--- src/verilog/ooo_commit_pkg.sv ---
// ooo commit path definitions
package ooo_commit_pkg;

  localparam int XLEN     = 32;  // data and address width
  localparam int REG_W    = 5;   // destination register number
  localparam int CB_DEPTH = 8;   // completion buffer entries
  localparam int CB_IDX_W = 3;   // entry index width
  localparam int N_UNITS  = 4;   // result producers

  // arbiter slot order, also the grant bit positions
  typedef enum logic [1:0] {
    UNIT_ALU,
    UNIT_MUL,
    UNIT_DIV,
    UNIT_LS
  } unit_t;

  // given at allocation and on alu completion
  typedef enum logic [2:0] {
    KIND_ARITH,
    KIND_BRANCH,
    KIND_JUMP,
    KIND_LOAD,
    KIND_STORE,
    KIND_HALT
  } instr_kind_t;

  // one completion buffer entry as written by a unit
  typedef struct packed {
    logic [CB_IDX_W-1:0] index;   // buffer slot
    logic [REG_W-1:0]    vd;      // destination reg
    logic [XLEN-1:0]     wdata;   // result, link value or epc
    logic [XLEN-1:0]     target;  // redirect address
    logic                wen;
    logic                exception;
    logic                mispredict;  // redirect needed
    logic                taken;
    logic                prediction;
    logic                is_branch;
  } cb_record_t;

endpackage

--- src/verilog/cb_write_if.sv ---
// completion buffer write request
`timescale 1ns/10ps

interface cb_write_if;

  logic                       req;  // unit done level
  ooo_commit_pkg::cb_record_t rec;  // formatted result
  logic                       ack;  // pulse in the write cycle

  // unit side, holds req and rec until ack
  modport producer (
    output req,
    output rec,
    input  ack
  );

  modport arbiter (
    input  req,
    input  rec,
    output ack
  );

endinterface

--- src/verilog/ooo_commit_stage.sv ---
// commit record formatting
`timescale 1ns/10ps

module ooo_commit_stage (
  input  logic                                CLK,
  input  logic                                nRST,
  // alu result
  input  logic                                alu_done,
  input  ooo_commit_pkg::instr_kind_t         alu_kind,
  input  logic [ooo_commit_pkg::CB_IDX_W-1:0] alu_index,
  input  logic [ooo_commit_pkg::REG_W-1:0]    alu_vd,
  input  logic [ooo_commit_pkg::XLEN-1:0]     alu_result,
  input  logic [ooo_commit_pkg::XLEN-1:0]     alu_pc,
  input  logic [ooo_commit_pkg::XLEN-1:0]     alu_jump_addr,
  input  logic [ooo_commit_pkg::XLEN-1:0]     alu_br_addr,
  input  logic                                alu_taken,
  input  logic                                alu_prediction,
  input  logic                                alu_exception,
  // multiplier result
  input  logic                                mul_done,
  input  logic [ooo_commit_pkg::CB_IDX_W-1:0] mul_index,
  input  logic [ooo_commit_pkg::REG_W-1:0]    mul_vd,
  input  logic [ooo_commit_pkg::XLEN-1:0]     mul_result,
  input  logic [ooo_commit_pkg::XLEN-1:0]     mul_pc,
  input  logic                                mul_exception,
  // divider result
  input  logic                                div_done,
  input  logic [ooo_commit_pkg::CB_IDX_W-1:0] div_index,
  input  logic [ooo_commit_pkg::REG_W-1:0]    div_vd,
  input  logic [ooo_commit_pkg::XLEN-1:0]     div_result,
  input  logic [ooo_commit_pkg::XLEN-1:0]     div_pc,
  input  logic                                div_exception,
  // load/store result
  input  logic                                ls_done,
  input  logic [ooo_commit_pkg::CB_IDX_W-1:0] ls_index,
  input  logic [ooo_commit_pkg::REG_W-1:0]    ls_vd,
  input  logic [ooo_commit_pkg::XLEN-1:0]     ls_result,
  input  logic [ooo_commit_pkg::XLEN-1:0]     ls_pc,
  input  logic                                ls_exception,
  output logic                                alu_ack,
  output logic                                mul_ack,
  output logic                                div_ack,
  output logic                                ls_ack,
  cb_write_if.producer                        cbw_alu,
  cb_write_if.producer                        cbw_mul,
  cb_write_if.producer                        cbw_div,
  cb_write_if.producer                        cbw_ls
);

  ooo_commit_pkg::cb_record_t              alu_rec;
  logic [ooo_commit_pkg::XLEN-1:0]         alu_pc4;
  logic                                    is_br, is_jmp;
  logic                                    br_mispred, mal_target, alu_exc;
  logic [ooo_commit_pkg::N_UNITS-1:0]      done_v, ack_v;
  logic [ooo_commit_pkg::N_UNITS-1:0]      last_ack;  // last granted unit

  // mul, div and ls all format the same way
  function automatic ooo_commit_pkg::cb_record_t fmt_unit(
    input logic [ooo_commit_pkg::CB_IDX_W-1:0] index,
    input logic [ooo_commit_pkg::REG_W-1:0]    vd,
    input logic [ooo_commit_pkg::XLEN-1:0]     result,
    input logic [ooo_commit_pkg::XLEN-1:0]     pc,
    input logic                                exception
  );
    ooo_commit_pkg::cb_record_t r;
    r           = '0;
    r.index     = index;
    r.vd        = vd;
    r.wdata     = exception ? pc : result;  // epc rides in wdata
    r.target    = pc + 32'd4;
    r.wen       = ~exception;
    r.exception = exception;
    return r;
  endfunction

  assign is_br      = alu_kind == ooo_commit_pkg::KIND_BRANCH;
  assign is_jmp     = alu_kind == ooo_commit_pkg::KIND_JUMP;
  assign alu_pc4    = alu_pc + 32'd4;  // link value
  assign br_mispred = alu_prediction ^ alu_taken;
  assign mal_target = (is_jmp && alu_jump_addr[1:0] != 2'b00) ||
                      (is_br && alu_br_addr[1:0] != 2'b00);  // not word aligned
  assign alu_exc    = alu_exception | mal_target;

  always_comb begin
    alu_rec            = '0;
    alu_rec.index      = alu_index;
    alu_rec.vd         = alu_vd;
    alu_rec.wdata      = alu_exc ? alu_pc : (is_jmp ? alu_pc4 : alu_result);
    alu_rec.mispredict = is_br ? br_mispred : is_jmp;  // jumps always redirect
    if (is_br && br_mispred)
      alu_rec.target = alu_br_addr;  // resolved target
    else if (is_jmp)
      alu_rec.target = alu_jump_addr;
    else
      alu_rec.target = alu_pc4;
    alu_rec.wen        = ~(is_br | alu_exc);  // branches write nothing
    alu_rec.exception  = alu_exc;
    alu_rec.taken      = alu_taken;
    alu_rec.prediction = alu_prediction;
    alu_rec.is_branch  = is_br;
  end

  assign cbw_alu.req = alu_done;
  assign cbw_alu.rec = alu_rec;
  assign cbw_mul.req = mul_done;
  assign cbw_mul.rec = fmt_unit(mul_index, mul_vd, mul_result, mul_pc, mul_exception);
  assign cbw_div.req = div_done;
  assign cbw_div.rec = fmt_unit(div_index, div_vd, div_result, div_pc, div_exception);
  assign cbw_ls.req  = ls_done;
  assign cbw_ls.rec  = fmt_unit(ls_index, ls_vd, ls_result, ls_pc, ls_exception);

  // acks back to the units
  assign alu_ack = cbw_alu.ack;
  assign mul_ack = cbw_mul.ack;
  assign div_ack = cbw_div.ack;
  assign ls_ack  = cbw_ls.ack;

  assign done_v = {ls_done, div_done, mul_done, alu_done};  // unit_t bit order
  assign ack_v  = {cbw_ls.ack, cbw_div.ack, cbw_mul.ack, cbw_alu.ack};

  always_ff @(posedge CLK, negedge nRST) begin
    if (!nRST)
      last_ack <= '0;
    else if (|ack_v)
      last_ack <= ack_v;  // held across idle cycles like the rr pointer
  end

  // arbiter only acks a unit that is done
  a_ack_done: assert property (@(posedge CLK) disable iff (!nRST)
    (ack_v & ~done_v) == '0);
  // same unit twice in a row only when nobody else was waiting
  a_rr_fair: assert property (@(posedge CLK) disable iff (!nRST)
    (ack_v & last_ack) != '0 |-> (done_v & ~last_ack) == '0);

endmodule

--- src/verilog/cb_write_arbiter.sv ---
// round-robin completion buffer write arbiter
`timescale 1ns/10ps

module cb_write_arbiter (
  input  logic                       CLK,
  input  logic                       nRST,
  cb_write_if.arbiter                s_alu,
  cb_write_if.arbiter                s_mul,
  cb_write_if.arbiter                s_div,
  cb_write_if.arbiter                s_ls,
  output logic                       wr_en,
  output ooo_commit_pkg::cb_record_t wr_rec
);

  logic [ooo_commit_pkg::N_UNITS-1:0] req_v, gnt_v;
  ooo_commit_pkg::cb_record_t         rec_v [ooo_commit_pkg::N_UNITS];
  ooo_commit_pkg::unit_t              ptr;  // highest priority slot
  ooo_commit_pkg::unit_t              win;

  assign req_v = {s_ls.req, s_div.req, s_mul.req, s_alu.req};

  assign rec_v[ooo_commit_pkg::UNIT_ALU] = s_alu.rec;
  assign rec_v[ooo_commit_pkg::UNIT_MUL] = s_mul.rec;
  assign rec_v[ooo_commit_pkg::UNIT_DIV] = s_div.rec;
  assign rec_v[ooo_commit_pkg::UNIT_LS]  = s_ls.rec;

  // scan from the far end so the slot nearest ptr wins
  always_comb begin
    logic [1:0] cand;
    win   = ptr;
    wr_en = 1'b0;
    for (int k = ooo_commit_pkg::N_UNITS - 1; k >= 0; k--) begin
      cand = ptr + 2'(k);  // wraps mod 4
      if (req_v[cand]) begin
        win   = ooo_commit_pkg::unit_t'(cand);
        wr_en = 1'b1;
      end
    end
  end

  assign gnt_v  = wr_en ? (4'b0001 << win) : '0;  // one-hot
  assign wr_rec = rec_v[win];

  assign s_alu.ack = gnt_v[ooo_commit_pkg::UNIT_ALU];
  assign s_mul.ack = gnt_v[ooo_commit_pkg::UNIT_MUL];
  assign s_div.ack = gnt_v[ooo_commit_pkg::UNIT_DIV];
  assign s_ls.ack  = gnt_v[ooo_commit_pkg::UNIT_LS];

  always_ff @(posedge CLK, negedge nRST) begin
    if (!nRST)
      ptr <= ooo_commit_pkg::UNIT_ALU;
    else if (wr_en)
      ptr <= ooo_commit_pkg::unit_t'(win + 2'd1);  // winner's successor
  end

  a_gnt_onehot: assert property (@(posedge CLK) disable iff (!nRST)
    $onehot0(gnt_v) && ((gnt_v & ~req_v) == '0));

endmodule

--- src/verilog/completion_buffer.sv ---
// in-order completion buffer
`timescale 1ns/10ps

module completion_buffer (
  input  logic                                CLK,
  input  logic                                nRST,
  // allocation from decode
  input  logic                                alloc_req,
  input  logic [ooo_commit_pkg::REG_W-1:0]    alloc_vd,
  input  ooo_commit_pkg::instr_kind_t         alloc_kind,
  output logic [ooo_commit_pkg::CB_IDX_W-1:0] alloc_index,
  output logic                                full,
  // single write port
  input  logic                                wr_en,
  input  ooo_commit_pkg::cb_record_t          wr_rec,
  // retire
  output logic                                retire_valid,
  output logic                                rf_wen,
  output logic [ooo_commit_pkg::REG_W-1:0]    rf_vd,
  output logic [ooo_commit_pkg::XLEN-1:0]     rf_wdata,
  output logic                                retire_exception,
  output logic [ooo_commit_pkg::XLEN-1:0]     retire_epc,
  output logic                                redirect,
  output logic [ooo_commit_pkg::XLEN-1:0]     redirect_addr,
  output logic                                halted,
  // predictor update
  output logic                                pred_update,
  output logic                                pred_taken,
  output logic                                pred_prediction,
  output logic [ooo_commit_pkg::XLEN-1:0]     pred_addr
);

  ooo_commit_pkg::cb_record_t          rec_q  [ooo_commit_pkg::CB_DEPTH];
  ooo_commit_pkg::instr_kind_t         kind_q [ooo_commit_pkg::CB_DEPTH];
  logic [ooo_commit_pkg::REG_W-1:0]    vd_q   [ooo_commit_pkg::CB_DEPTH];
  logic [ooo_commit_pkg::CB_DEPTH-1:0] ready_q;
  logic [ooo_commit_pkg::CB_IDX_W-1:0] head, tail;
  logic [ooo_commit_pkg::CB_IDX_W:0]   count;  // one extra bit for full
  logic [ooo_commit_pkg::CB_IDX_W-1:0] wr_off;
  logic                                wr_alloc, alloc_do, head_halt;
  ooo_commit_pkg::cb_record_t          head_rec;

  assign alloc_index = tail;
  assign full        = count[ooo_commit_pkg::CB_IDX_W];  // depth is a power of two
  assign alloc_do    = alloc_req & ~full & ~halted;      // dropped while full

  // slot lies between head and tail
  assign wr_off   = wr_rec.index - head;
  assign wr_alloc = {1'b0, wr_off} < count;

  assign head_rec     = rec_q[head];
  assign head_halt    = kind_q[head] == ooo_commit_pkg::KIND_HALT;
  assign retire_valid = (count != '0) & ready_q[head] & ~halted;

  assign rf_wen           = retire_valid & head_rec.wen;
  assign rf_vd            = vd_q[head];
  assign rf_wdata         = head_rec.wdata;
  assign retire_exception = retire_valid & head_rec.exception;
  assign retire_epc       = head_rec.wdata;  // pc stored on exception
  assign redirect         = retire_valid & (head_rec.mispredict | head_rec.exception);
  assign redirect_addr    = head_rec.target;

  assign pred_update     = retire_valid & head_rec.is_branch;
  assign pred_taken      = head_rec.taken;
  assign pred_prediction = head_rec.prediction;
  assign pred_addr       = head_rec.target;

  // payload, no reset
  always_ff @(posedge CLK) begin
    if (wr_en)
      rec_q[wr_rec.index] <= wr_rec;
    if (alloc_do) begin
      kind_q[tail] <= alloc_kind;
      vd_q[tail]   <= alloc_vd;
    end
  end

  always_ff @(posedge CLK, negedge nRST) begin
    if (!nRST) begin
      head    <= '0;
      tail    <= '0;
      count   <= '0;
      ready_q <= '0;
      halted  <= 1'b0;
    end else begin
      if (wr_en)
        ready_q[wr_rec.index] <= 1'b1;  // fill in any order
      if (alloc_do) begin
        tail          <= tail + 1'b1;
        ready_q[tail] <= 1'b0;
      end
      if (retire_valid) begin
        head          <= head + 1'b1;
        ready_q[head] <= 1'b0;
        if (head_halt)
          halted <= 1'b1;  // sticky until reset
      end
      // redirect drops every younger entry, incl. one allocated now
      if (redirect) begin
        tail    <= head + 1'b1;
        count   <= '0;
        ready_q <= '0;
      end else begin
        count <= count + alloc_do - retire_valid;
      end
    end
  end

  // units only finish live entries, and only once
  a_wr_slot: assert property (@(posedge CLK) disable iff (!nRST)
    wr_en |-> wr_alloc && !ready_q[wr_rec.index]);
  a_halt_hold: assert property (@(posedge CLK) disable iff (!nRST)
    halted |=> $stable(head) && $stable(tail));

endmodule

--- src/verilog/ooo_commit_top.sv ---
// ooo writeback and commit top
`timescale 1ns/10ps

module ooo_commit_top (
  input  logic                                CLK,
  input  logic                                nRST,
  input  logic                                alu_done,
  input  ooo_commit_pkg::instr_kind_t         alu_kind,
  input  logic [ooo_commit_pkg::CB_IDX_W-1:0] alu_index,
  input  logic [ooo_commit_pkg::REG_W-1:0]    alu_vd,
  input  logic [ooo_commit_pkg::XLEN-1:0]     alu_result,
  input  logic [ooo_commit_pkg::XLEN-1:0]     alu_pc,
  input  logic [ooo_commit_pkg::XLEN-1:0]     alu_jump_addr,
  input  logic [ooo_commit_pkg::XLEN-1:0]     alu_br_addr,
  input  logic                                alu_taken,
  input  logic                                alu_prediction,
  input  logic                                alu_exception,
  input  logic                                mul_done,
  input  logic [ooo_commit_pkg::CB_IDX_W-1:0] mul_index,
  input  logic [ooo_commit_pkg::REG_W-1:0]    mul_vd,
  input  logic [ooo_commit_pkg::XLEN-1:0]     mul_result,
  input  logic [ooo_commit_pkg::XLEN-1:0]     mul_pc,
  input  logic                                mul_exception,
  input  logic                                div_done,
  input  logic [ooo_commit_pkg::CB_IDX_W-1:0] div_index,
  input  logic [ooo_commit_pkg::REG_W-1:0]    div_vd,
  input  logic [ooo_commit_pkg::XLEN-1:0]     div_result,
  input  logic [ooo_commit_pkg::XLEN-1:0]     div_pc,
  input  logic                                div_exception,
  input  logic                                ls_done,
  input  logic [ooo_commit_pkg::CB_IDX_W-1:0] ls_index,
  input  logic [ooo_commit_pkg::REG_W-1:0]    ls_vd,
  input  logic [ooo_commit_pkg::XLEN-1:0]     ls_result,
  input  logic [ooo_commit_pkg::XLEN-1:0]     ls_pc,
  input  logic                                ls_exception,
  output logic                                alu_ack,
  output logic                                mul_ack,
  output logic                                div_ack,
  output logic                                ls_ack,
  input  logic                                alloc_req,
  input  logic [ooo_commit_pkg::REG_W-1:0]    alloc_vd,
  input  ooo_commit_pkg::instr_kind_t         alloc_kind,
  output logic [ooo_commit_pkg::CB_IDX_W-1:0] alloc_index,
  output logic                                full,
  output logic                                retire_valid,
  output logic                                rf_wen,
  output logic [ooo_commit_pkg::REG_W-1:0]    rf_vd,
  output logic [ooo_commit_pkg::XLEN-1:0]     rf_wdata,
  output logic                                retire_exception,
  output logic [ooo_commit_pkg::XLEN-1:0]     retire_epc,
  output logic                                redirect,
  output logic [ooo_commit_pkg::XLEN-1:0]     redirect_addr,
  output logic                                halted,
  output logic                                pred_update,
  output logic                                pred_taken,
  output logic                                pred_prediction,
  output logic [ooo_commit_pkg::XLEN-1:0]     pred_addr
);

  cb_write_if cbw_alu ();
  cb_write_if cbw_mul ();
  cb_write_if cbw_div ();
  cb_write_if cbw_ls ();

  logic                       wr_en;   // arbiter winner valid
  ooo_commit_pkg::cb_record_t wr_rec;

  // port names match one to one
  ooo_commit_stage ooo_commit_stage_i (.*);

  cb_write_arbiter cb_write_arbiter_i (
    .CLK    (CLK),
    .nRST   (nRST),
    .s_alu  (cbw_alu),
    .s_mul  (cbw_mul),
    .s_div  (cbw_div),
    .s_ls   (cbw_ls),
    .wr_en  (wr_en),
    .wr_rec (wr_rec)
  );

  completion_buffer completion_buffer_i (.*);

endmodule

--- config.mk ---
export PLATFORM = sky130hd
export DESIGN_NAME = ooo_commit_top
export DESIGN_NICKNAME = d
export VERILOG_FILES = /design/src/verilog/ooo_commit_pkg.sv /design/src/verilog/cb_write_if.sv /design/src/verilog/ooo_commit_stage.sv /design/src/verilog/cb_write_arbiter.sv /design/src/verilog/completion_buffer.sv /design/src/verilog/ooo_commit_top.sv
export SDC_FILE = /design/constraint.sdc
export NUM_CORES = 1
export LEC_CHECK = 0
export BUFFER_PORTS_ARGS = -buffer_cell sky130_fd_sc_hd__buf_4
export CAP_MARGIN = 10
export CORE_MARGIN = 4
export CORE_UTILIZATION = 35
export CTS_BUF_LIST = sky130_fd_sc_hd__clkbuf_16
export DETAILED_ROUTE_END_ITERATION = 6
export HOLD_SLACK_MARGIN = 0.06
export SKIP_LAST_GASP = 1
export SYNTH_ARGS = -nofsm -noshare
export SYNTH_HDL_FRONTEND = slang
export SYNTH_SLANG_ARGS = --single-unit
--- constraint.sdc ---
create_clock -name CLK -period 16.45 [get_ports CLK]
set_clock_uncertainty 0.2 [all_clocks]
set_input_delay 2.4675 -clock CLK [delete_from_list [all_inputs] [get_ports CLK]]
set_output_delay 2.4675 -clock CLK [all_outputs]
set_load 0.1 [all_outputs]
; Word level (Yosys, flattened, before mapping)
; Memory sizes are Yosys's and may differ from the RTL's.
; Index checks and enable logic that the tools add are counted.
[word_totals]
ff_bits = 21
mem_count = 3
latchBits = 0
word_cells = 119
in_bits = 376
ramBits = 688
romBits = 0
[op_classes]
n_reduce_logical = 12
eq_ne = 3
order_cmp = 11
bitwise = 24
muxes = 47
mul = 0
n_addsub = 12
div = 0
n_shift = 1
[mem_list]
columns = memory, depth, word_bits, rd, rd_ports_with_merged_regs, wr, line
row1 = completion_buffer_i.rec_q, 8, 78, 1, 0, 1, completion_buffer.sv:33  ; ooo_commit_pkg::cb_record_t rec_q [ooo_commit_pkg::CB_DEPTH];
row2 = completion_buffer_i.vd_q, 8, 5, 1, 0, 1, completion_buffer.sv:35  ; logic [ooo_commit_pkg::REG_W-1:0] vd_q [ooo_commit_pkg::CB_DEPTH];
row3 = completion_buffer_i.kind_q, 8, 3, 1, 0, 1, completion_buffer.sv:34  ; ooo_commit_pkg::instr_kind_t kind_q [ooo_commit_pkg::CB_DEPTH];
[ops]
columns = cell, count
row1 = two-way mux 32 bit, 7
row2 = binary-select mux 78 bit (select 2 bit), 1
row3 = two-way mux 78 bit, 2
row4 = adder 32 x 3 -> 32 bit (second input constant), 4
row5 = two-way mux 8 bit, 4
row6 = two-way mux 1 bit, 17
row7 = AND 8 bit, 2
row8 = inverter 8 bit, 2
row9 = less-than comparator 2 x 3 -> 1 bit (second input constant), 4
row10 = less-than comparator 3 x 4 -> 1 bit (second input constant), 3
row11 = demux 1 bit (select 3 bit), 3
row12 = >= comparator 3 x 1 -> 1 bit (second input constant), 3
row13 = AND 1 bit, 8
row14 = binary-select mux 1 bit (select 2 bit), 4
row15 = two-way mux 2 bit, 4
row16 = two-way mux 4 bit, 2
row17 = bitwise OR 8 bit, 1
row18 = adder 3 x 1 -> 3 bit (second input constant), 2
row19 = logical AND 1 bit, 6
row20 = two-way mux 3 bit, 2
row21 = inverter 1 bit, 6
row22 = nonzero test 2 bit, 3
row23 = adder 2 x 1 -> 2 bit (second input constant), 2
row24 = adder 2 bit (second input constant), 2
row25 = 14 further kinds, 16

; Longest topological paths before layout
; Gate-level depths: netlist (run 1).
[logic_depth]
depth_word = 22
depth_mapped = 12
mapped_depth_nobuf = 12

; By module
; Synthesis (run 1) repeated with hierarchy kept, for this count alone.
[unflattened]
cells_unflattened = 2005
hier_area_um2 = 32508.7
[modules_own_cells]
columns = module, cells_per_inst, instances, area_each_um2
row1 = completion_buffer, 1107, 1, 25046.5
row2 = ooo_commit_stage, 773, 1, 5267.6
row3 = cb_write_arbiter, 125, 1, 2194.6

; Worst setup path after synthesis (run 1)
; OpenSTA, ideal clock, no wires.
[synth_timing]
kind = in2out
startpoint = input port div_done
endpoint = output port alu_ack
t_arrival_ns = 5.244
n_path_buf = 4
slack_ns = 8.539
cell_stages = 10
cell_sequence = nor2b_1 > o21ai_0 > nand2b_1 > buf_2 > inv_2 > buf_6 > buf_2 > buf_1 > ha_1 > nor2b_1
[synth_between]
elab_chain_cells = 8
word_cells_on_any_way = 18
classes_between = shift (1) / mux (17)
[synth_lines]
columns = item, line
row1 = start: declaration, ooo_commit_top.sv:24  ; input logic div_done,
row2 = binary-select mux 1 bit (select 2 bit), cb_write_arbiter.sv:34  ; if (req_v[cand]) begin
row3 = two-way mux 1 bit (implied by the code), cb_write_arbiter.sv:34
row4 = two-way mux 2 bit (4 in series), cb_write_arbiter.sv:34
row5 = << shifter 1 x 2 -> 4 bit, cb_write_arbiter.sv:41  ; assign gnt_v = wr_en ? (4'b0001 << win) : '0;
row6 = two-way mux 4 bit *, cb_write_arbiter.sv:41
row7 = end: declaration, ooo_commit_top.sv:36  ; output logic alu_ack,
; Mark *: on every way between the ends. The rest lies on a longest branch, timed or not. The select of a mux whose other input is x is not followed.

; Final worst setup path (run 1)
; Same ends and word-level chain as after synthesis.

==> summary.md, run 1 <==
| Metric | Value |
|---|---|
| Clock sinks | between 600 and 700 |
| Max_cap viols | 0 |
| Final ANT Viol Nets | 0 |
| Total gr overflow | 0 |
| CTS tree | built |
| Crit-path slowest cell | inv_2 |
| Area of the multi-input gates | between 10000 and 15000 sq um |
| Layout fillers | 8137 |
| Setup_tns | 0 ns |
| GP Congestion | 0.942 |
| Register area | about 19000 sq um |
| CP Depth | 8 |
| Mapped Cells | about 2100 |
| Register area share after synthesis | about three fifths |
| Synth unique cells | 79 |
| Worst-Margin Slew | about 1.3 ns |
| Post-Syn Area per Cell | roughly 15 sq um |
| Top cells by area, synth | edfxtp_1 (59%), mux4_2 (11%), mux2_2 (3.8%) |
| CTS max path bufs | 3 |
| Vias in the first global route | 21700 |
| Layout Nets | 2943 |
| # Post-CTS Setup Buffers | 0 |
| Port Buffer Count | 504 |
| Dpl ws | between 9 and 10 ns |
| Synthesized flop and latch total | 645 |
| Post-CTS Resized | 0 |
| HP Class | reg -> reg |
| Ports | about 530 |
| Max incr delay on CP | 0.71 ns |
| Routed wire length | ~110000 microns |
| Die Ht | slightly above 300 microns |
| Wire per inst | 30.5 microns |
| DP Wirelength | ~83000 microns |
| Initial antenna violation count | 8 |
| Hold depth | 1 |
| Initial DRT Pass Iterations | 5 |
| Req. time, crit path | approximately 14 ns |
| FP Rows | between 100 and 150 |
| Status | finished, final reports clean |
| Level count of the clock H-tree | 3 |
| FMAX | around 0.13 GHz |
| DIE AREA | between 90000 and 100000 sq um |
| CTS root buffer | clkbuf_16 |
| Post-CTS Hold Fix Bufs | 0 |
| Worst setup margin | 8.94 ns |
| Clock Pin Slew Worst Setup and Hold Paths | around 0.060 ns |
| CTS Buf Count | 66 |
| Share of post-route cells with drive strength above 1 | between 30% and 40% |
| Setup crit start kind | input pin |
| Vias/cell | about 5.7 |
| Slew Viols, Final | 0 |
| First-pass GRT wire length | around 160000 microns |
| Synth warn | 0 |
| CP endpoint kind | output pin |
| Core box area | 88900 sq um |
| # setup viols final | 0 |
| Reg2reg path depth | 10 |
| Layout area overhead | 21.3% |
| Area leader, netlist | edfxtp_1 |
| Drc violations | 0 |
| EDFF count, synth | 624 |
| CP Cell Sequence | buf_4 -> nor2b_1 -> o21ai_0 -> nand2b_2 -> inv_2 -> ha_1 -> nor2b_1 -> buf_4 |
| Syn nets | ~2500 |
| Buf+Inv Stages, Crit Path | 3 |
| Post-layout min period | approximately 7.5 ns |
| Post-Synthesis Cell Area | ~32000 sq um |
| Clk_lat worst skew | 0.58 ns |
| Initial Util | between 30% and 40% |
| Relative slew margins | roughly 14% |
| Top cell type's share of synthesized area | approximately 59% |
| Kind of critical path | in -> out |
| Crit path DAT | between 4 and 5 ns |
| CP Max Fanout | 24 |
| Tcrit/Tclk final | 45.6% |
| Chip width | about 310 microns |
| Pin count of the biggest net entering global routing | 100 |
| Synth Flop Type | edfxtp_1 |
| Tot GR Track Use | a little under a quarter |
| DR iter-0 viols | 2125 |
| Async set-reset flop share out of synthesis | under 10% |
| RSZ-0062 raised after global routing | false |
| Vias | around 21000 |
| Cell family with most CP delay | buffers and inverters |
| Final Hold Violating Endpoints | 0 |
-- per-layer routing --
layer	vias up	part of all wire [%]	global-route usage, %	wire, microns
met1	11000	40	31.2	45900
li1	9193	-	-	-
met4	8	3.2	7.31	3680
met5	-	0.050	0	57
met3	165	8.3	4.57	9470
met2	1073	48	39.6	55700
-- sequential cells by signal (all words and copies together) (netlist names) --
register and cells:
completion_buffer_i.vd_q 40, cb_write_arbiter_i.ptr 2, completion_buffer_i.ready_q 8, completion_buffer_i.alloc_index 3
completion_buffer_i.kind_q 24, completion_buffer_i.halted 1, completion_buffer_i.count 4, completion_buffer_i.head 3
completion_buffer_i.rec_q 560
-- through the flow --
stage / instances / instance area, sq um / utilization, % / hold WS (ns)
5_1_grt: 3763 / 38200 / 43.0 / 0.348
6_report: 3767 / 38200 / 43.0 / 0.323
3_3_place_gp: 3647 / 36100 / 40.6 / 0.295
4_1_cts: 3762 / 38200 / 43.0 / 0.326
3_5_place_dp: 3647 / 36100 / 40.6 / 0.312
2_1_floorplan: 2130 / 31500 / - / 0.279
-- Yosys cell counts, drive strengths merged (25+ instances only) --
cell type,count
nand2,134
nand3,55
xnor2,68
mux2,106
o21ai,82
a21oi,107
mux4,151
nor2,122
xor2,45
clkbuf,57
mux2i,71
nand4,26
o22ai,25
edfxtp,624
a211oi,34
buf,133
-- path summary, 6_finish.rpt --
kind / slack (ns) / to / from
min in group asynchronous: 1.58 / completion_buffer_i.count[1] / nRST
setup reg to reg: 11.81 / completion_buffer_i.rec_q[1][3] / cb_write_arbiter_i.ptr[1]
hold / removal: 0.32 / completion_buffer_i.ready_q[6] / completion_buffer_i.ready_q[6]
setup / recovery: 8.94 / alu_ack / div_done
max in group asynchronous: 14.21 / completion_buffer_i.head[0] / nRST
hold reg to reg: 0.32 / completion_buffer_i.ready_q[6] / completion_buffer_i.ready_q[6]
-- cells in the final DEF, fill, tap and decap left out, types with 6 or more instances in the layout --
cell type	synthesis	routed
dfrtp_1	21	18
and3_1	23	23
clkinv_1	0	16
a211oi_1	34	34
mux2i_1	71	71
nand2_1	132	132
clkbuf_16	0	71
and4_1	10	10
nand2b_1	7	6
xnor2_1	68	68
nor4_1	6	6
o221ai_1	6	6
o21ai_0	81	81
and2_1	12	12
nor2b_1	22	22
edfxtp_1	624	624
xor2_1	45	45
buf_4	67	540
nand4_1	23	23
o22ai_1	25	25
nand3_1	55	55
mux2_2	106	106
o211ai_1	15	15
nor2_1	120	117
a221o_1	8	8
clkinv_2	0	8
inv_1	18	29
mux4_2	151	151
a221oi_1	17	17
a21oi_1	107	107
o21a_1	9	9
ha_1	15	15
nor3_1	16	14
-- cell families (layout without fill, tap and decap cells) --
family | after synthesis | after routing | share of synthesized area (%)
DFF | 645 | 645 | 61.1
other | 0 | 4 | 0
muxes | 328 | 328 | 16.8
xor gates and xnor gates | 113 | 113 | 3.14
and+or+nand+nor | 461 | 461 | 7.43
AOI/OAI and AO/OA | 357 | 357 | 7.32
buffers and inverters | 210 | 678 | 3.52
adders and majority gates | 16 | 16 | 0.659
-- area by class of cell --
class                   count  area share [%]
inverters                  20           0.203
diodes                      4          0.0262
well taps                1165            3.81
clock inverters            44           0.851
multi-input cells        1275            29.3
repair buffers            543            10.7
clock buffers              71            4.65
flip-flops and latches    645            50.4
Power of run 1 is not shown: default switching activity piles up to over one toggle a cycle in this logic, so the estimate is an artifact.
==> inputs of run 2 (changes only) <==
Clock period 16.45 ns to 6.73 ns, I/O delays scaled along.
==> summary.md, run 2 (same netlist as run 1, synthesis figures left out) <==
| Metric | Value |
|---|---|
| Share of post-route cells with drive strength above 1 | 36.1% (+0.19 points) |
| Initial DRT Pass Iterations | 6 (+1) |
| Cell count after placement | 3642 (-0.14%) |
| Setup_tns | 0 ns (unchanged) |
| Status | finished, final reports clean |
| Initial Util | 35.5% (unchanged) |
| Crit-path slowest cell | dfrtp_4 |
| Post-layout min period | roughly 5 ns |
| Vias in the first global route | 21600 (-0.088%) |
| Worst R2R End | completion_buffer_i.rec_q[0][36] |
| Ports | 525 (unchanged) |
| Layout Nets | 2943 (unchanged) |
| FMAX | 0.201 GHz |
| # Post-CTS Setup Buffers | 0 (unchanged) |
| CP Max Fanout | 53 (+120%) |
| Die Ht | 308 microns (unchanged) |
| Commonest non-fill, non-tap cells in the layout | edfxtp_1 (624), buf_4 (530), mux4_2 (151) |
| Cell family with most CP delay | flip-flops |
| Final Instance Area | 38400 sq um (+0.46%) |
| DP Wirelength | 82100 microns (-1.2%) |
| Req. time, crit path | 5.52 ns (-8.26 ns) |
| Max_cap viols | 0 (unchanged) |
| Port Buffer Count | 504 (unchanged) |
| DR iter-0 viols | 2535 (+19%) |
| Worst r2r src | cb_write_arbiter_i.ptr[0] |
| Clock Pin Slew Worst Setup and Hold Paths | 0.06 ns (about the same) |
| Commonest non-fill, non-tap cell in the layout | edfxtp_1 |
| Area of the multi-input gates | 11200 sq um (about the same) |
| Pin count of the biggest net entering global routing | 96 (-4.0%) |
| Tot GR Track Use | 23.6% (about the same) |
| CTS tree | built |
| Total gr overflow | 0 (unchanged) |
| Placed inst area | 36200 sq um (about the same) |
| Post-CTS Hold Fix Bufs | 0 (unchanged) |
| Largest regs | completion_buffer_i.rec_q: 560 flops, completion_buffer_i.vd_q: 40 flops, completion_buffer_i.kind_q: 24 flops |
| DIE AREA | 94900 sq um (unchanged) |
| Register area | 19300 sq um (unchanged) |
| Routed wire length | 114000 microns (-0.35%) |
| Drc violations | 0 (unchanged) |
| Slew Viols, Final | 0 (unchanged) |
| Vias/cell | 5.70 (about the same) |
| Wire per inst | 30.3 microns (-0.51%) |
| Max FFs per register | 560 (unchanged) |
| Clk_lat worst skew | 0.59 ns (about the same) |
| First-pass GRT wire length | 160000 microns (about the same) |
| Metal3 WL | 9600 microns (+1.4%) |
| CTS root buffer | clkbuf_16 |
| Cell Count, Final, Fillers Out | 3773 (+0.16%) |
| # setup viols final | 0 (unchanged) |
| CP endpoint kind | output pin |
| Level count of the clock H-tree | 3 (unchanged) |
| Buf+Inv Stages, Crit Path | 1 (-2) |
| Post-CTS Resized | 0 (unchanged) |
| GP Congestion | 0.927 (-1.5%) |
| Worst-Margin Slew | 1.24 ns (-0.0436 ns) |
| Max incr delay on CP | 1.05 ns (+0.34 ns) |
| Metal1 wirelength | 45500 microns (-1.0%) |
| Reg2reg path depth | 9 (-1) |
| HP Class | in -> async |
| Top sig layer | met5 |
| Final Hold Violating Endpoints | 0 (unchanged) |
| Chip width | 308 microns (unchanged) |
| Initial antenna violation count | 6 (-2) |
| Final ANT Viol Nets | 0 (unchanged) |
| CTS max path bufs | 3 (unchanged) |
| Crit path DAT | 3.77 ns (-1.07 ns) |
| Layout fillers | 8080 (-0.70%) |
| Core box area | 88900 sq um (unchanged) |
| Kind of critical path | reg -> out |
| Tcrit/Tclk final | approximately three quarters |
| CP Cell Sequence | o21ai_1 -> o31ai_2 -> and2_1 -> buf_4 |
| RSZ-0062 raised after global routing | false |
| Post-layout util | 43.2% (+0.20 points) |
| Top reg by flops | completion_buffer_i.rec_q |
| FP Rows | 109 (unchanged) |
| Clock sinks | 645 (unchanged) |
| Relative slew margins | 17.2% (+2.9 points) |
| Setup crit start kind | register |
| Flop2flop setup slack | 2.58 ns (-9.23 ns) |
| CTS Buf Count | 70 (+6.1%) |
| Layout area overhead | 21.9% |
| Routed wl met2 | 55600 microns (about the same) |
| Vias | 21500 (+0.26%) |
-- run 2: cell type report --
class	instances	area share, %
Sequential cell	645	50.2
Multi-Input combinational cell	1275	29.2
Timing Repair Buffer	539	10.8
Clock buffer	73	4.75
Tap cell	1165	3.79
Clock inverter	52	1.09
Inverter	20	0.202
Antenna cell	4	0.0261
-- run 2: worst reg2reg max path, delay by kind of cell, from the launching register on --
family	cells	cell delay (ns)
AOI/OAI and AO/OA	2	0.50
buffers and inverters	3	1.54
DFF	1	0.41
muxes	1	0.44
and+or+nand+nor	3	0.63
-- run 2: per-layer routing --
metal / vias to the layer above / global-route usage (%)
met3: 158 / 4.37
met1: 11000 / 31.4
li1: 9197 / -
met5: - / 0
met2: 1152 / 39.5
met4: 6 / 7.41
-- run 2: worst max-delay path by stage --
stage                                start                               end  slack, ns  depth (start not counted)
2_1_floorplan                     alu_done   completion_buffer_i.rec_q[0][0]       0.97                          8
3_3_place_gp                      div_done  completion_buffer_i.rec_q[0][63]       1.74                         11
3_5_place_dp                      div_done  completion_buffer_i.rec_q[0][63]       1.75                         10
4_1_cts        completion_buffer_i.head[1]                          redirect       1.60                          4
5_1_grt        completion_buffer_i.head[1]                          redirect       1.48                          4
6_report       completion_buffer_i.head[1]                          redirect       1.75                          4
-- run 2: metrics by stage --
step           setup slack [ns]  hold WS (ns)
2_1_floorplan             0.965         0.279
3_3_place_gp               1.74         0.292
3_5_place_dp               1.75         0.308
4_1_cts                    1.60        0.0822
5_1_grt                    1.48         0.104
6_report                   1.75         0.106
Power of run 2 is left out for the same reason.
==> inputs of run 3 (changes only) <==
Clock period 6.73 ns to 4.5 ns, I/O delays scaled along.
==> summary.md, run 3 (same netlist as run 1, synthesis figures left out) <==
| Metric | Value |
|---|---|
| Status | finished, final reports clean |
| Post-layout min period | ~4 ns |
| Req. time, crit path | 3.62 ns (-1.90 ns) |
| Tot GR Track Use | 23.8% (+0.17 points) |
| Total gr overflow | 0 (unchanged) |
| Crit-path slowest cell | dfrtp_4 |
| DIE AREA | 94900 sq um (unchanged) |
| Worst-Margin Slew | 1.15 ns (-0.0846 ns) |
| Dpl ws | 0.411 ns (-1.34 ns) |
| CTS max path bufs | 3 (unchanged) |
| First-pass GRT wire length | 161000 microns (+0.47%) |
| Final Hold Violating Endpoints | 0 (unchanged) |
| Chip width | 308 microns (unchanged) |
| Vias/cell | 5.68 (-0.38%) |
| Top reg by flops | completion_buffer_i.rec_q |
| Initial DRT Pass Iterations | 6 (unchanged) |
| Clock sinks | 645 (unchanged) |
| Max_cap viols | 0 (unchanged) |
| Initial antenna violation count | 8 (+2) |
| Slew Viols, Final | 0 (unchanged) |
| Layout area overhead | 23.6% |
| Largest regs | completion_buffer_i.rec_q: 560 flops, completion_buffer_i.vd_q: 40 flops, completion_buffer_i.kind_q: 24 flops |
| Share of post-route cells with drive strength above 1 | 37.2% (+1.1 points) |
| CTS Buf Count | 70 (unchanged) |
| Area of the multi-input gates | 11200 sq um (+0.15%) |
| HP Class | in -> reg |
| Clk_lat worst skew | 0.59 ns (about the same) |
| Commonest non-fill, non-tap cells in the layout | edfxtp_1 (624), buf_4 (561), mux4_2 (151) |
| Tcrit/Tclk final | 87.8% |
| Max FFs per register | 560 (unchanged) |
| # setup viols final | 0 (unchanged) |
| Core box area | 88900 sq um (unchanged) |
| Relative slew margins | 22.6% (+5.4 points) |
| Worst setup margin | 0.550 ns (-1.20 ns) |
| Layout Nets | 2989 (+1.6%) |
| Final ANT Viol Nets | 0 (unchanged) |
| DR iter-0 viols | 2289 (-9.7%) |
| Register area | 19300 sq um (unchanged) |
| FP Rows | 109 (unchanged) |
| Crit path DAT | 3.07 ns (-0.70 ns) |
| CP endpoint kind | output pin |
| Drc violations | 0 (unchanged) |
| CTS root buffer | clkbuf_16 |
| CP Cell Sequence | buf_4 -> mux4_2 -> mux2_2 -> buf_4 |
| RSZ-0062 raised after global routing | false |
| CP most frequent cell | buf_4 |
| Worst r2r src | cb_write_arbiter_i.ptr[0] |
| Post-CTS Resized | 0 (unchanged) |
| Setup crit start kind | register |
| Reg2reg path depth | 8 (-1) |
| Hold depth | 1 |
| Routed wire length | 115000 microns (+0.62%) |
| Commonest non-fill, non-tap cell in the layout | edfxtp_1 |
| CTS tree | built |
| Vias in the first global route | 21900 (+1.4%) |
| GP Congestion | 0.957 (+3.2%) |
| CP Max Fanout | 35 (-34%) |
| Die Ht | 308 microns (unchanged) |
| Ports | 525 (unchanged) |
| Pin count of the biggest net entering global routing | 74 (-23%) |
| HP Start | alloc_vd[4] |
| Max incr delay on CP | 0.86 ns (-0.19 ns) |
| Layout fillers | 8026 (-0.67%) |
| Port Buffer Count | 504 (unchanged) |
| FMAX | around 0.25 GHz |
| Level count of the clock H-tree | 3 (unchanged) |
| DP Wirelength | 84300 microns (+2.7%) |
| Wire per inst | 30.1 microns (-0.64%) |
| Kind of critical path | reg -> out |
| Initial Util | 35.5% (unchanged) |
| Clock Pin Slew Worst Setup and Hold Paths | 0.06 ns (about the same) |
| Crit path from | completion_buffer_i.head[0] |
| Vias | 21700 (+0.89%) |
## run 3: cell types whose count changed in the layout (fill, tap and decap cells not counted), sizes merged
cell         delta
buf            +46
clkbuf          -1
inv             +8
dlygate4sd3     +1
diode           -1
clkinv          -5
## run 3: metrics by stage
stage | TNS [ns] | util [%] | instance area (sq um) | hold WS [ns] | cells
6_report | 0 | 43.8 | 39000 | 0.116 | 3821
5_1_grt | 0 | 43.8 | 39000 | 0.103 | 3819
4_1_cts | 0 | 43.8 | 39000 | 0.0730 | 3817
3_5_place_dp | 0 | 41.3 | 36700 | 0.302 | 3688
3_3_place_gp | 0 | 41.3 | 36700 | 0.291 | 3688
2_1_floorplan | -454.20 | - | 31500 | 0.179 | 2130
## run 3: routing by layer
metal  up-vias  track usage (%)  part of all wire [%]
met5         -                0                 0.023
met4         4             6.55                   2.6
met3       140             4.84                   8.6
met2      1084             40.0                    49
met1     11200             31.5                    40
li1       9280                -                     -
## run 3: path summary, 6_finish.rpt
| check | end | slack [ns] |
|---|---|---|
| max | redirect_addr[13] | 0.55 |
| min | completion_buffer_i.vd_q[0][4] | 0.12 |
| max reg2reg | completion_buffer_i.rec_q[4][54] | 0.94 |
| min reg2reg | completion_buffer_i.ready_q[7] | 0.31 |
| max in group asynchronous | completion_buffer_i.head[0] | 3.52 |
| min in group asynchronous | completion_buffer_i.count[3] | 0.31 |
## run 3: layout make-up
| class | count | area share, % |
|---|---|---|
| antenna | 3 | 0.0193 |
| clock buffer | 73 | 4.69 |
| clock inverter | 55 | 1.09 |
| inverter | 20 | 0.199 |
| multi-input combinational | 1275 | 28.8 |
| sequential | 645 | 49.4 |
| tap | 1165 | 3.74 |
| timing repair buffer | 585 | 12.0 |
## run 3: worst max-delay path: cells and delay by family (launching register included)
| kind | cells | cell delay [ns] |
|---|---|---|
| muxes | 2 | 0.88 |
| buffers and inverters | 2 | 0.72 |
| DFF | 1 | 0.86 |
## run 3: what timing repair did
item                                    4_1_cts  5_1_grt
hold buffers                                  1        0
endpoints found under the hold margin        21        0
setup buffers                                 0        0
endpoints found under the setup margin        0        0
Power of run 3 is left out for the same reason.
